[src/rv_pipe_defines.svh]
`ifndef RV_PIPE_DEFINES_SVH
`define RV_PIPE_DEFINES_SVH

// ============================================================
// datapath and register file sizing
// ============================================================

// integer register width.
`define RV_XLEN 32

// architectural registers, x0 included.
`define RV_REG_COUNT 32

// bits needed to index one register.
`define RV_REG_ADDR_W 5

`endif

[src/rv_pipe_pkg.sv]
`include "rv_pipe_defines.svh"

package rv_pipe_pkg;

    // ============================================================
    // encodings
    // ============================================================

    typedef enum logic [6:0] {
        opc_op     = 7'b0110011,  // register-register.
        opc_op_imm = 7'b0010011,  // register-immediate.
        opc_lui    = 7'b0110111
    } rv_opcode_t;

    typedef enum logic [3:0] {
        alu_add  = 4'd0,
        alu_sub  = 4'd1,
        alu_and  = 4'd2,
        alu_or   = 4'd3,
        alu_xor  = 4'd4,
        alu_sll  = 4'd5,
        alu_srl  = 4'd6,
        alu_sra  = 4'd7,
        alu_slt  = 4'd8,
        alu_sltu = 4'd9
    } alu_op_t;

    typedef enum logic {
        src1_reg  = 1'b0,
        src1_zero = 1'b1   // lui path.
    } alu_src1_t;

    typedef enum logic {
        src2_reg = 1'b0,
        src2_imm = 1'b1
    } alu_src2_t;

    // ============================================================
    // stage payloads
    // ============================================================

    typedef struct packed {
        logic [`RV_XLEN-1:0] word;
    } if_id_t;

    typedef struct packed {
        alu_op_t   alu_op;
        alu_src1_t alu_src1;
        alu_src2_t alu_src2;
    } ctrl_ex_t;

    typedef struct packed {
        logic                      load_regfile;
        logic [`RV_REG_ADDR_W-1:0] rs1;
        logic [`RV_REG_ADDR_W-1:0] rs2;
        logic [`RV_REG_ADDR_W-1:0] rd;
    } ctrl_wb_t;

    typedef struct packed {
        ctrl_ex_t            ctrl_ex;
        ctrl_wb_t            ctrl_wb;
        logic [`RV_XLEN-1:0] rs1_data;
        logic [`RV_XLEN-1:0] rs2_data;
        logic [`RV_XLEN-1:0] imm;
    } id_ex_t;

    typedef struct packed {
        ctrl_wb_t            ctrl_wb;
        logic [`RV_XLEN-1:0] result;
    } ex_wb_t;

endpackage

[src/stage_reg.sv]
`timescale 1ns/1ns

module stage_reg #(
    parameter type payload_t = logic
) (
    input  logic     clk,
    input  logic     rst,
    input  logic     load,
    input  logic     flush,
    input  logic     in_valid,
    input  payload_t in,
    output logic     out_valid,
    output payload_t out
);

    // flush wins over load so a stalled stage takes a bubble.
    always_ff @(posedge clk) begin
        if (rst || flush) begin
            out_valid <= 1'b0;
            out       <= '0;  // zero is add/register/no-write.
        end else if (load) begin
            out_valid <= in_valid;
            out       <= in;
        end
    end

endmodule

[src/decoder.sv]
`timescale 1ns/1ns
`include "rv_pipe_defines.svh"

module decoder
    import rv_pipe_pkg::*;
(
    input  if_id_t              instr,
    output ctrl_ex_t            ctrl_ex,
    output ctrl_wb_t            ctrl_wb,
    output logic [`RV_XLEN-1:0] imm,
    output logic                supported
);

    logic [`RV_XLEN-1:0] word;
    rv_opcode_t          opcode;
    logic [2:0]          funct3;
    logic [6:0]          funct7;
    logic                alt;
    logic                f7_ok_reg;
    logic                f7_ok_imm;
    alu_op_t             f3_op;

    assign word   = instr.word;
    assign opcode = rv_opcode_t'(word[6:0]);
    assign funct3 = word[14:12];
    assign funct7 = word[31:25];
    assign alt    = (funct7 == 7'b0100000);

    // only sub, sra and srai may set funct7[5].
    assign f7_ok_reg = (funct7 == 7'b0) || (alt && (funct3 == 3'b000 || funct3 == 3'b101));
    assign f7_ok_imm = (funct3 != 3'b001 && funct3 != 3'b101) || (funct7 == 7'b0)
                       || (alt && funct3 == 3'b101);

    always_comb begin
        unique case (funct3)
            3'b000:  f3_op = (alt && opcode == opc_op) ? alu_sub : alu_add;
            3'b001:  f3_op = alu_sll;
            3'b010:  f3_op = alu_slt;
            3'b011:  f3_op = alu_sltu;
            3'b100:  f3_op = alu_xor;
            3'b101:  f3_op = alt ? alu_sra : alu_srl;
            3'b110:  f3_op = alu_or;
            default: f3_op = alu_and;
        endcase
    end

    always_comb begin
        ctrl_ex.alu_op       = alu_add;
        ctrl_ex.alu_src1     = src1_reg;
        ctrl_ex.alu_src2     = src2_reg;
        ctrl_wb.load_regfile = 1'b0;
        ctrl_wb.rs1          = '0;  // unused sources read as x0.
        ctrl_wb.rs2          = '0;
        ctrl_wb.rd           = word[11:7];
        imm                  = {{(`RV_XLEN-12){word[31]}}, word[31:20]};
        supported            = 1'b0;
        case (opcode)
            opc_op: begin
                supported        = f7_ok_reg;
                ctrl_ex.alu_op   = f3_op;
                ctrl_wb.rs1      = word[19:15];
                ctrl_wb.rs2      = word[24:20];
            end
            opc_op_imm: begin
                supported        = f7_ok_imm;
                ctrl_ex.alu_op   = f3_op;
                ctrl_ex.alu_src2 = src2_imm;
                ctrl_wb.rs1      = word[19:15];
            end
            opc_lui: begin
                supported        = 1'b1;
                ctrl_ex.alu_src1 = src1_zero;
                ctrl_ex.alu_src2 = src2_imm;
                imm              = {word[31:12], 12'b0};
            end
            default: ;
        endcase
        ctrl_wb.load_regfile = supported;
    end

endmodule

[src/regfile.sv]
`timescale 1ns/1ns
`include "rv_pipe_defines.svh"

module regfile (
    input  logic                      clk,
    input  logic                      rst,
    input  logic [`RV_REG_ADDR_W-1:0] rs1,
    input  logic [`RV_REG_ADDR_W-1:0] rs2,
    output logic [`RV_XLEN-1:0]       rs1_data,
    output logic [`RV_XLEN-1:0]       rs2_data,
    input  logic                      we,
    input  logic [`RV_REG_ADDR_W-1:0] rd,
    input  logic [`RV_XLEN-1:0]       wdata
);

    logic [`RV_XLEN-1:0] regs [`RV_REG_COUNT];

    always_ff @(posedge clk) begin
        if (rst) begin
            for (int i = 0; i < `RV_REG_COUNT; i++) begin
                regs[i] <= '0;
            end
        end else if (we && rd != '0) begin
            regs[rd] <= wdata;
        end
    end

    // write-before-read, covers the ex/wb distance.
    assign rs1_data = (rs1 == '0) ? '0 :
                      (we && rd == rs1) ? wdata : regs[rs1];
    assign rs2_data = (rs2 == '0) ? '0 :
                      (we && rd == rs2) ? wdata : regs[rs2];

endmodule

[src/alu_unit.sv]
`timescale 1ns/1ns
`include "rv_pipe_defines.svh"

module alu_unit
    import rv_pipe_pkg::*;
(
    input  ctrl_ex_t            ctrl_ex,
    input  logic [`RV_XLEN-1:0] rs1_data,
    input  logic [`RV_XLEN-1:0] rs2_data,
    input  logic [`RV_XLEN-1:0] imm,
    output logic [`RV_XLEN-1:0] result
);

    logic [`RV_XLEN-1:0] op_a;
    logic [`RV_XLEN-1:0] op_b;
    logic [4:0]          shamt;

    assign op_a  = (ctrl_ex.alu_src1 == src1_zero) ? '0 : rs1_data;
    assign op_b  = (ctrl_ex.alu_src2 == src2_imm) ? imm : rs2_data;
    assign shamt = op_b[4:0];  // low five bits only.

    always_comb begin
        unique case (ctrl_ex.alu_op)
            alu_sub:  result = op_a - op_b;
            alu_and:  result = op_a & op_b;
            alu_or:   result = op_a | op_b;
            alu_xor:  result = op_a ^ op_b;
            alu_sll:  result = op_a << shamt;
            alu_srl:  result = op_a >> shamt;
            alu_sra:  result = $signed(op_a) >>> shamt;  // sign fill.
            alu_slt:  result = {{(`RV_XLEN-1){1'b0}}, $signed(op_a) < $signed(op_b)};
            alu_sltu: result = {{(`RV_XLEN-1){1'b0}}, op_a < op_b};
            default:  result = op_a + op_b;
        endcase
    end

endmodule

[src/hazard_unit.sv]
`timescale 1ns/1ns
`include "rv_pipe_defines.svh"

module hazard_unit
    import rv_pipe_pkg::*;
(
    input  logic                      id_valid,
    input  logic [`RV_REG_ADDR_W-1:0] id_rs1,
    input  logic [`RV_REG_ADDR_W-1:0] id_rs2,
    input  logic                      id_uses_rs2,
    input  logic                      ex_valid,
    input  ctrl_wb_t                  ex_ctrl_wb,
    output logic                      stall
);

    logic ex_writes;
    logic rs1_hit;
    logic rs2_hit;

    assign ex_writes = ex_valid && ex_ctrl_wb.load_regfile && (ex_ctrl_wb.rd != '0);
    assign rs1_hit   = (id_rs1 != '0) && (id_rs1 == ex_ctrl_wb.rd);
    assign rs2_hit   = id_uses_rs2 && (id_rs2 != '0) && (id_rs2 == ex_ctrl_wb.rd);

    // ex/wb distance is bypassed, so only id vs ex matters.
    assign stall = id_valid && ex_writes && (rs1_hit || rs2_hit);

endmodule

[src/rv_pipe_top.sv]
`timescale 1ns/1ns
`include "rv_pipe_defines.svh"

module rv_pipe_top
    import rv_pipe_pkg::*;
(
    input  logic                      clk,
    input  logic                      rst,
    input  logic                      instr_valid,
    input  logic [`RV_XLEN-1:0]       instr,
    output logic                      instr_ready,
    output logic                      wb_valid,
    output logic [`RV_REG_ADDR_W-1:0] wb_rd,
    output logic [`RV_XLEN-1:0]       wb_data
);

    if_id_t              if_id_q;
    logic                if_id_valid;
    ctrl_ex_t            id_ctrl_ex;
    ctrl_wb_t            id_ctrl_wb;
    logic [`RV_XLEN-1:0] id_imm;
    logic                id_supported;
    logic [`RV_XLEN-1:0] id_rs1_data;
    logic [`RV_XLEN-1:0] id_rs2_data;
    id_ex_t              id_ex_q;
    logic                id_ex_valid;
    logic [`RV_XLEN-1:0] ex_result;
    ex_wb_t              ex_wb_q;
    logic                ex_wb_valid;
    logic                stall;

    assign instr_ready = !stall;

    // ============================================================
    // fetch port to decode
    // ============================================================

    stage_reg #(.payload_t(if_id_t)) if_id_reg (
        .clk, .rst,
        .load(!stall), .flush(1'b0),
        .in_valid(instr_valid), .in('{word: instr}),
        .out_valid(if_id_valid), .out(if_id_q)
    );

    decoder decoder_inst (
        .instr(if_id_q), .ctrl_ex(id_ctrl_ex), .ctrl_wb(id_ctrl_wb),
        .imm(id_imm), .supported(id_supported)
    );

    regfile regfile_inst (
        .clk, .rst,
        .rs1(id_ctrl_wb.rs1), .rs2(id_ctrl_wb.rs2),
        .rs1_data(id_rs1_data), .rs2_data(id_rs2_data),
        .we(wb_valid), .rd(wb_rd), .wdata(wb_data)
    );

    hazard_unit hazard_inst (
        .id_valid(if_id_valid && id_supported),
        .id_rs1(id_ctrl_wb.rs1), .id_rs2(id_ctrl_wb.rs2),
        .id_uses_rs2(id_ctrl_ex.alu_src2 == src2_reg),
        .ex_valid(id_ex_valid), .ex_ctrl_wb(id_ex_q.ctrl_wb),
        .stall
    );

    // ============================================================
    // execute and writeback
    // ============================================================

    stage_reg #(.payload_t(id_ex_t)) id_ex_reg (
        .clk, .rst,
        .load(1'b1), .flush(stall),  // bubble while id waits.
        .in_valid(if_id_valid),
        .in('{ctrl_ex: id_ctrl_ex, ctrl_wb: id_ctrl_wb, rs1_data: id_rs1_data,
              rs2_data: id_rs2_data, imm: id_imm}),
        .out_valid(id_ex_valid), .out(id_ex_q)
    );

    alu_unit alu_inst (
        .ctrl_ex(id_ex_q.ctrl_ex), .rs1_data(id_ex_q.rs1_data),
        .rs2_data(id_ex_q.rs2_data), .imm(id_ex_q.imm), .result(ex_result)
    );

    stage_reg #(.payload_t(ex_wb_t)) ex_wb_reg (
        .clk, .rst,
        .load(1'b1), .flush(1'b0),
        .in_valid(id_ex_valid), .in('{ctrl_wb: id_ex_q.ctrl_wb, result: ex_result}),
        .out_valid(ex_wb_valid), .out(ex_wb_q)
    );

    // retire doubles as the regfile write.
    assign wb_valid = ex_wb_valid && ex_wb_q.ctrl_wb.load_regfile && (ex_wb_q.ctrl_wb.rd != '0);
    assign wb_rd    = ex_wb_q.ctrl_wb.rd;
    assign wb_data  = ex_wb_q.result;

endmodule

[config.mk]
export PLATFORM = sky130hd
export DESIGN_NAME = rv_pipe_top
export DESIGN_NICKNAME = d
export VERILOG_FILES = /design/src/rv_pipe_pkg.sv /design/src/stage_reg.sv /design/src/decoder.sv /design/src/regfile.sv /design/src/alu_unit.sv /design/src/hazard_unit.sv /design/src/rv_pipe_top.sv
export VERILOG_INCLUDE_DIRS = /design/src
export SDC_FILE = /design/constraint.sdc
export NUM_CORES = 2
export LEC_CHECK = 0
export BUFFER_PORTS_ARGS = -buffer_cell sky130_fd_sc_hd__buf_2
export CAP_MARGIN = 20
export CORE_MARGIN = 4
export CORE_UTILIZATION = 25
export DETAILED_ROUTE_END_ITERATION = 10
export MAX_ROUTING_LAYER = met4
export PLACE_DENSITY = 0.47
export SLEW_MARGIN = 0
export SYNTH_ARGS = -nofsm -noshare
export SYNTH_HDL_FRONTEND = slang
export SYNTH_SLANG_ARGS = --single-unit
[constraint.sdc]
create_clock -name clk -period 7.6 [get_ports clk]
set_clock_uncertainty 0.2 [all_clocks]
set_input_delay 1.9 -clock clk [delete_from_list [all_inputs] [get_ports clk]]
set_output_delay 1.9 -clock clk [all_outputs]
set_load 0.02 [all_outputs]
### Word-level counts from Yosys, hierarchy flattened

Memory sizes are Yosys's and may differ from the RTL's. A register that Yosys moved wholly into a read port is not among the register bits.
Index checks and enable logic that the tools add are counted.

* flip-flop bits (word level): 117
* memory bits (writable): 1024
* bits of input ports: 35
* memories kept: 1

Memories
* regfile_inst.regs: words 32, bits a word 32, read ports 2, clocked after memory_dff 2, write ports 32, line regfile.sv:16 `` logic [`RV_XLEN-1:0] regs [`RV_REG_COUNT]; ``

* add/subtract/negate cells: 2
* magnitude comparators: 2
* eq/ne operators: 23
* shift-type cells: 3
* mux-type cells: 20
* bitwise operators: 5
* reductions and logical operators: 37

Operators by type and width (number)
* case mux 32 bit (9 select lines): 1
* two-way mux 32 bit: 3
* less-than comparator 32 bit: 2
* adder 32 bit: 1
* AND 32 bit: 1
* bitwise OR 32 bit: 1
* OR reduction 32 bit: 1
* << shifter 32 x 5 -> 32 bit: 1
* >> shifter 32 x 5 -> 32 bit: 1
* >>> shifter 32 x 5 -> 32 bit: 1
* subtractor 32 bit: 1
* bitwise XOR 32 bit: 1
* two-way mux 31 bit: 1
* case mux 4 bit (7 select lines): 1
* equality test 7 x 6 -> 1 bit, second input constant: 3
* nonzero test 5 bit: 4
* equality test 4 x 3 -> 1 bit, second input constant: 4
* logical AND 1 bit: 15
* two-way mux 5 bit: 3
* OR reduction 2 bit: 6
* equality test 5 bit: 2
* logical NOT 5 bit: 2
* two-way mux 1 bit: 10
* equality test 3 bit, second input constant: 3
* 14 further kinds: 23

### Longest topological paths before layout

* word-level depth: 10
* mapped depth: 18
* depth with buffers taken out: 14

### Cells and area by module

A second synthesis with hierarchy kept.

* cells, all modules: 6040
* area, all modules: 72669.7 um2

Modules (own cells, without submodules)
* regfile: times used 1, cells each 3802, area each 55061.6 um2, seq. area each 30749.5 um2
* alu_unit: times used 1, cells each 1470, area each 9531.6 um2, seq. area each 0.0 um2
* stage_reg at id_ex_reg: times used 1, cells each 384, area each 4357.9 um2, seq. area each 2382.3 um2
* stage_reg at ex_wb_reg: times used 1, cells each 160, area each 1750.4 um2, seq. area each 980.9 um2
* stage_reg at if_id_reg: times used 1, cells each 108, area each 1218.7 um2, seq. area each 660.6 um2
* decoder: times used 1, cells each 86, area each 548.0 um2, seq. area each 0.0 um2
* hazard_unit: times used 1, cells each 23, area each 163.9 um2, seq. area each 0.0 um2
* rv_pipe_top: times used 1, cells each 7, area each 37.5 um2, seq. area each 0.0 um2

### Worst setup path after synthesis

OpenSTA, ideal clock, no wires.

* path type: input to register
* start: input rst
* end: memory regfile_inst.regs[28][0] (netlist name) (enable)
* data arrival time: 5.486 ns
* required time: 6.934 ns
* slack: 1.449 ns
* stages on the path: 7
* cells stage by stage: clkbuf_1 -> inv_1 -> and2_1 -> clkbuf_2 -> or3b_2 -> buf_2 -> o21ai_0

RTL lines
* start: declaration: line rv_pipe_top.sv:8 `input logic rst,`
* end: declaration: line regfile.sv:16

### Worst setup path after layout

* start: register if_id_reg.out[2] (netlist name)
* end: register, netlist name id_ex_reg.out[65]

* longest elaborated chain between the ends: 10
* elaborated cells on any way between the ends: 24
* those cells by class: 5 x eq/ne; 4 x mux; 1 x bitwise; 14 x reduce/logical

RTL lines
* start: declaration: line stage_reg.sv:13 `output payload_t out`
* start signal: assignment: line stage_reg.sv:23 `out <= in;`
* parallel branches: the longest is 10 deep, another holds equality test 7 x 5 -> 1 bit

Parallel ways; which one is timed is not known.
A chain may end at the register's enable or synchronous reset.

==> flow_metrics.tcl <==
set metrics [dict create \
    status "complete, no violations" \
    portBuffers 73 \
    cap_violations 0 \
    synthTopCellsByArea "edfxtp_1, and2_1, nand2_1, dfxtp_1, mux2i_1" \
    h-tree-depth 4 \
    hold_path.class "reg2reg" \
    fin_cells 11300 \
    nets 7517 \
    clkLatencyLatePin_ns 0.84 \
    totalWireLength_um 349000 \
    synth_edf_count 1024 \
    ir_worst_vdd_uv 237 \
    relSlewSlack_pct 5.36 \
    initial_core_util_pct 25.1 \
    yosys.area.top_type "edfxtp_1" \
    syn_avg_cell_area_um2 9.29 \
    cts.clk_slew.worst_paths_ns 0.07 \
    p_per_area_mw_per_mm2 186 \
    setup_viol 0 \
    dieHeight_um 543 \
    hold_buffers 0 \
    dieArea_mm2 0.295 \
    ys_top_cells_by_count "nand2_1, edfxtp_1, and2_1" \
    synth_compound_area_share_pct 17.5 \
    ys.flop_type "edfxtp_1" \
    core_mm2 0.285 \
    crit_required_ns 8.11 \
    critPathMaxFanout 37 \
    cts_buffer_depth 3 \
    synth-seq-cells 1205 \
    drv_slew 0 \
    grt_usage_pct 23.5 \
    cts-buffers-inserted 138 \
    total_power_mw 15.0 \
    synth_top_cell_area_share_pct 43.0 \
    worst_slew_pin_slew_ns 1.41 \
    yosysSeqAreaShare_pct 48.1 \
    firstDrtPassIters 9 \
    worst_setup_path_end_kind "flip-flop" \
    synth_simple_gate_area_share_pct 23.3 \
    fillCellCount 29800 \
    grt_overflow 0 \
    grt_pass1_vias 59900 \
    num_rows 196 \
    rsz0062_at_grt "false" \
    arrival_ns 6.06 \
    area_delta_synth_final_pct 12.9 \
    synthXorXnorAreaFrac_pct 0.392 \
    post-route-period-util_pct 73.1 \
    cts_sinks 1205 \
    criticalPathCategory "reg2reg" \
    dp_cells 11000 \
    synth.distinct_cells 97 \
    finalCriticalPeriod_ns 5.56 \
    synth_most_common_cell "nand2_1" \
    grt_max_degree 107 \
    muxShareOfSynthArea_pct 3.69 \
    clockRootBuffer "clkbuf_16" \
    cts_tree "done" \
    drc 0 \
    postSynthCellCount 7695 \
    ant_nets 0 \
    synth_top_family_by_area "simple AND/OR/NAND/NOR gates" \
    crit_buf_inv 3 \
    post_cts_buffers 0 \
    place_hpwl_um 225000 \
    cp_top_family "compound AO/OA/AOI/OAI gates" \
    syn_area_mm2 0.0715 \
    fmax_mhz 180 \
    p_leak_nw 28.9 \
    place_congestion 0.949 \
    vias_per_cell 5.63 \
    cts_resized 0 \
    final_util_pct 28.3 \
    slowest_stage "dfxtp_1" \
    io_pins 74 \
    num_vias 63600 \
    synthAdderAreaFrac_pct 1.75 \
    cp_cell_sequence "nor3_4 > buf_4 > nand2_4 > nand2_4 > buf_4 > o22ai_1 > a211oi_1 > a311oi_1 > a21oi_1 > a21oi_1 > a211oi_2 > buf_6" \
    async_flop_share_pct 0 \
    die_width_um 543 \
    finalSetupTns_ns 0 \
    hold_viol 0 \
    start_kind "flip-flop" \
    ys.warnings.count 0 \
    drive_gt1_share_pct 9.10 \
    drt_iter0_drc 8755 \
    routedWlPerCell_um 30.9 \
    antenna_found_initial 27 \
    max_stage_delay_ns 1.00 \
    grt_pass1_wl_um 482000 \
]
[logic make-up after synthesis]
family,after synthesis
and+or+nand+nor,3419
AOI/OAI and AO/OA,1779
DFF,1205
buffers and inverters,904
muxes,256
adders and majority gates,99
xor gates and xnor gates,32
other,1
[stage by stage]
step           worst slack, ns  hold slack [ns]  cell area, µm²
2_1_floorplan             1.45            0.230           71600
3_3_place_gp              1.14            0.243           76000
3_5_place_dp              2.26            0.240           76100
4_1_cts                   2.25            0.263           80600
5_1_grt                   2.05            0.284           80800
6_report                  2.04            0.256           80800
[report_power, final]
part | internal, mW | leakage (nW) | switching, mW
Sequential | 7.32 | 12.4 | 0.137
Combinational | 0.198 | 14.2 | 0.526
Clock | 3.77 | 2.17 | 3.04
Total | 11.3 | 28.9 | 3.70
[worst paths after layout]
| path | startpoint | end | slack (ns) | depth (start not counted) |
|---|---|---|---|---|
| hold / removal | if_id_reg.out[11] | id_ex_reg.out[100] | 0.26 | 1 |
| hold reg to reg | if_id_reg.out[11] | id_ex_reg.out[100] | 0.26 | 1 |
| setup / recovery | if_id_reg.out[2] | id_ex_reg.out[65] | 2.04 | 12 |
| setup reg to reg | if_id_reg.out[2] | id_ex_reg.out[65] | 2.04 | 12 |
[final cells by class]
type / count / area, µm² / area share, %
Sequential cell: 1205 / 34400 / 42.6
Multi-Input combinational cell: 5617 / 34200 / 42.4
Tap cell: 3762 / 4710 / 5.83
Clock buffer: 183 / 3760 / 4.66
Timing Repair Buffer: 317 / 2450 / 3.03
Clock inverter: 72 / 744 / 0.922
Inverter: 104 / 394 / 0.488
Antenna cell: 28 / 70.1 / 0.0868
[metal layers]
layer  vias up  track usage, %  share of wire, %
met1     31900            30.3                41
met5         -               -                 0
met4         0            11.8               5.6
met3       621            4.36               9.2
li1      27200               -                 -
met2      3838            35.3                44
[layout by cell type, fill, tap and decap left out, types with 30 or more instances in the layout]
master	netlist	routed
o211ai_1	37	37
o32ai_1	36	36
a221oi_1	52	52
nor2_4	0	31
nor2_1	269	234
clkbuf_16	0	138
conb_1	1	32
o21ai_4	0	32
and2_1	1014	1009
a31oi_1	136	136
nor2b_1	59	57
a211oi_1	224	223
edfxtp_1	1024	1024
a311oi_1	154	154
a21oi_1	348	347
mux2i_1	234	233
ha_1	97	97
a22oi_1	39	39
and3_1	117	117
clkbuf_1	574	31
buf_2	109	73
a221o_1	59	59
nand3_1	341	339
inv_1	97	95
a22o_1	131	131
o22ai_1	151	151
nand2_1	1472	1461
dfxtp_1	181	173
a222oi_1	64	64
o21ai_0	212	180
nor3_1	33	30
buf_4	58	215
[sequential cells by signal, summed over array words and instances, names as in the netlist]
| name | cells |
|---|---|
| regfile_inst.regs | 1024 |
| id_ex_reg.out | 108 |
| ex_wb_reg.out | 38 |
| if_id_reg.out | 32 |
| ex_wb_reg.out_valid | 1 |
| id_ex_reg.out_valid | 1 |
| if_id_reg.out_valid | 1 |
Note: power is estimated with default switching activity, not from simulation.
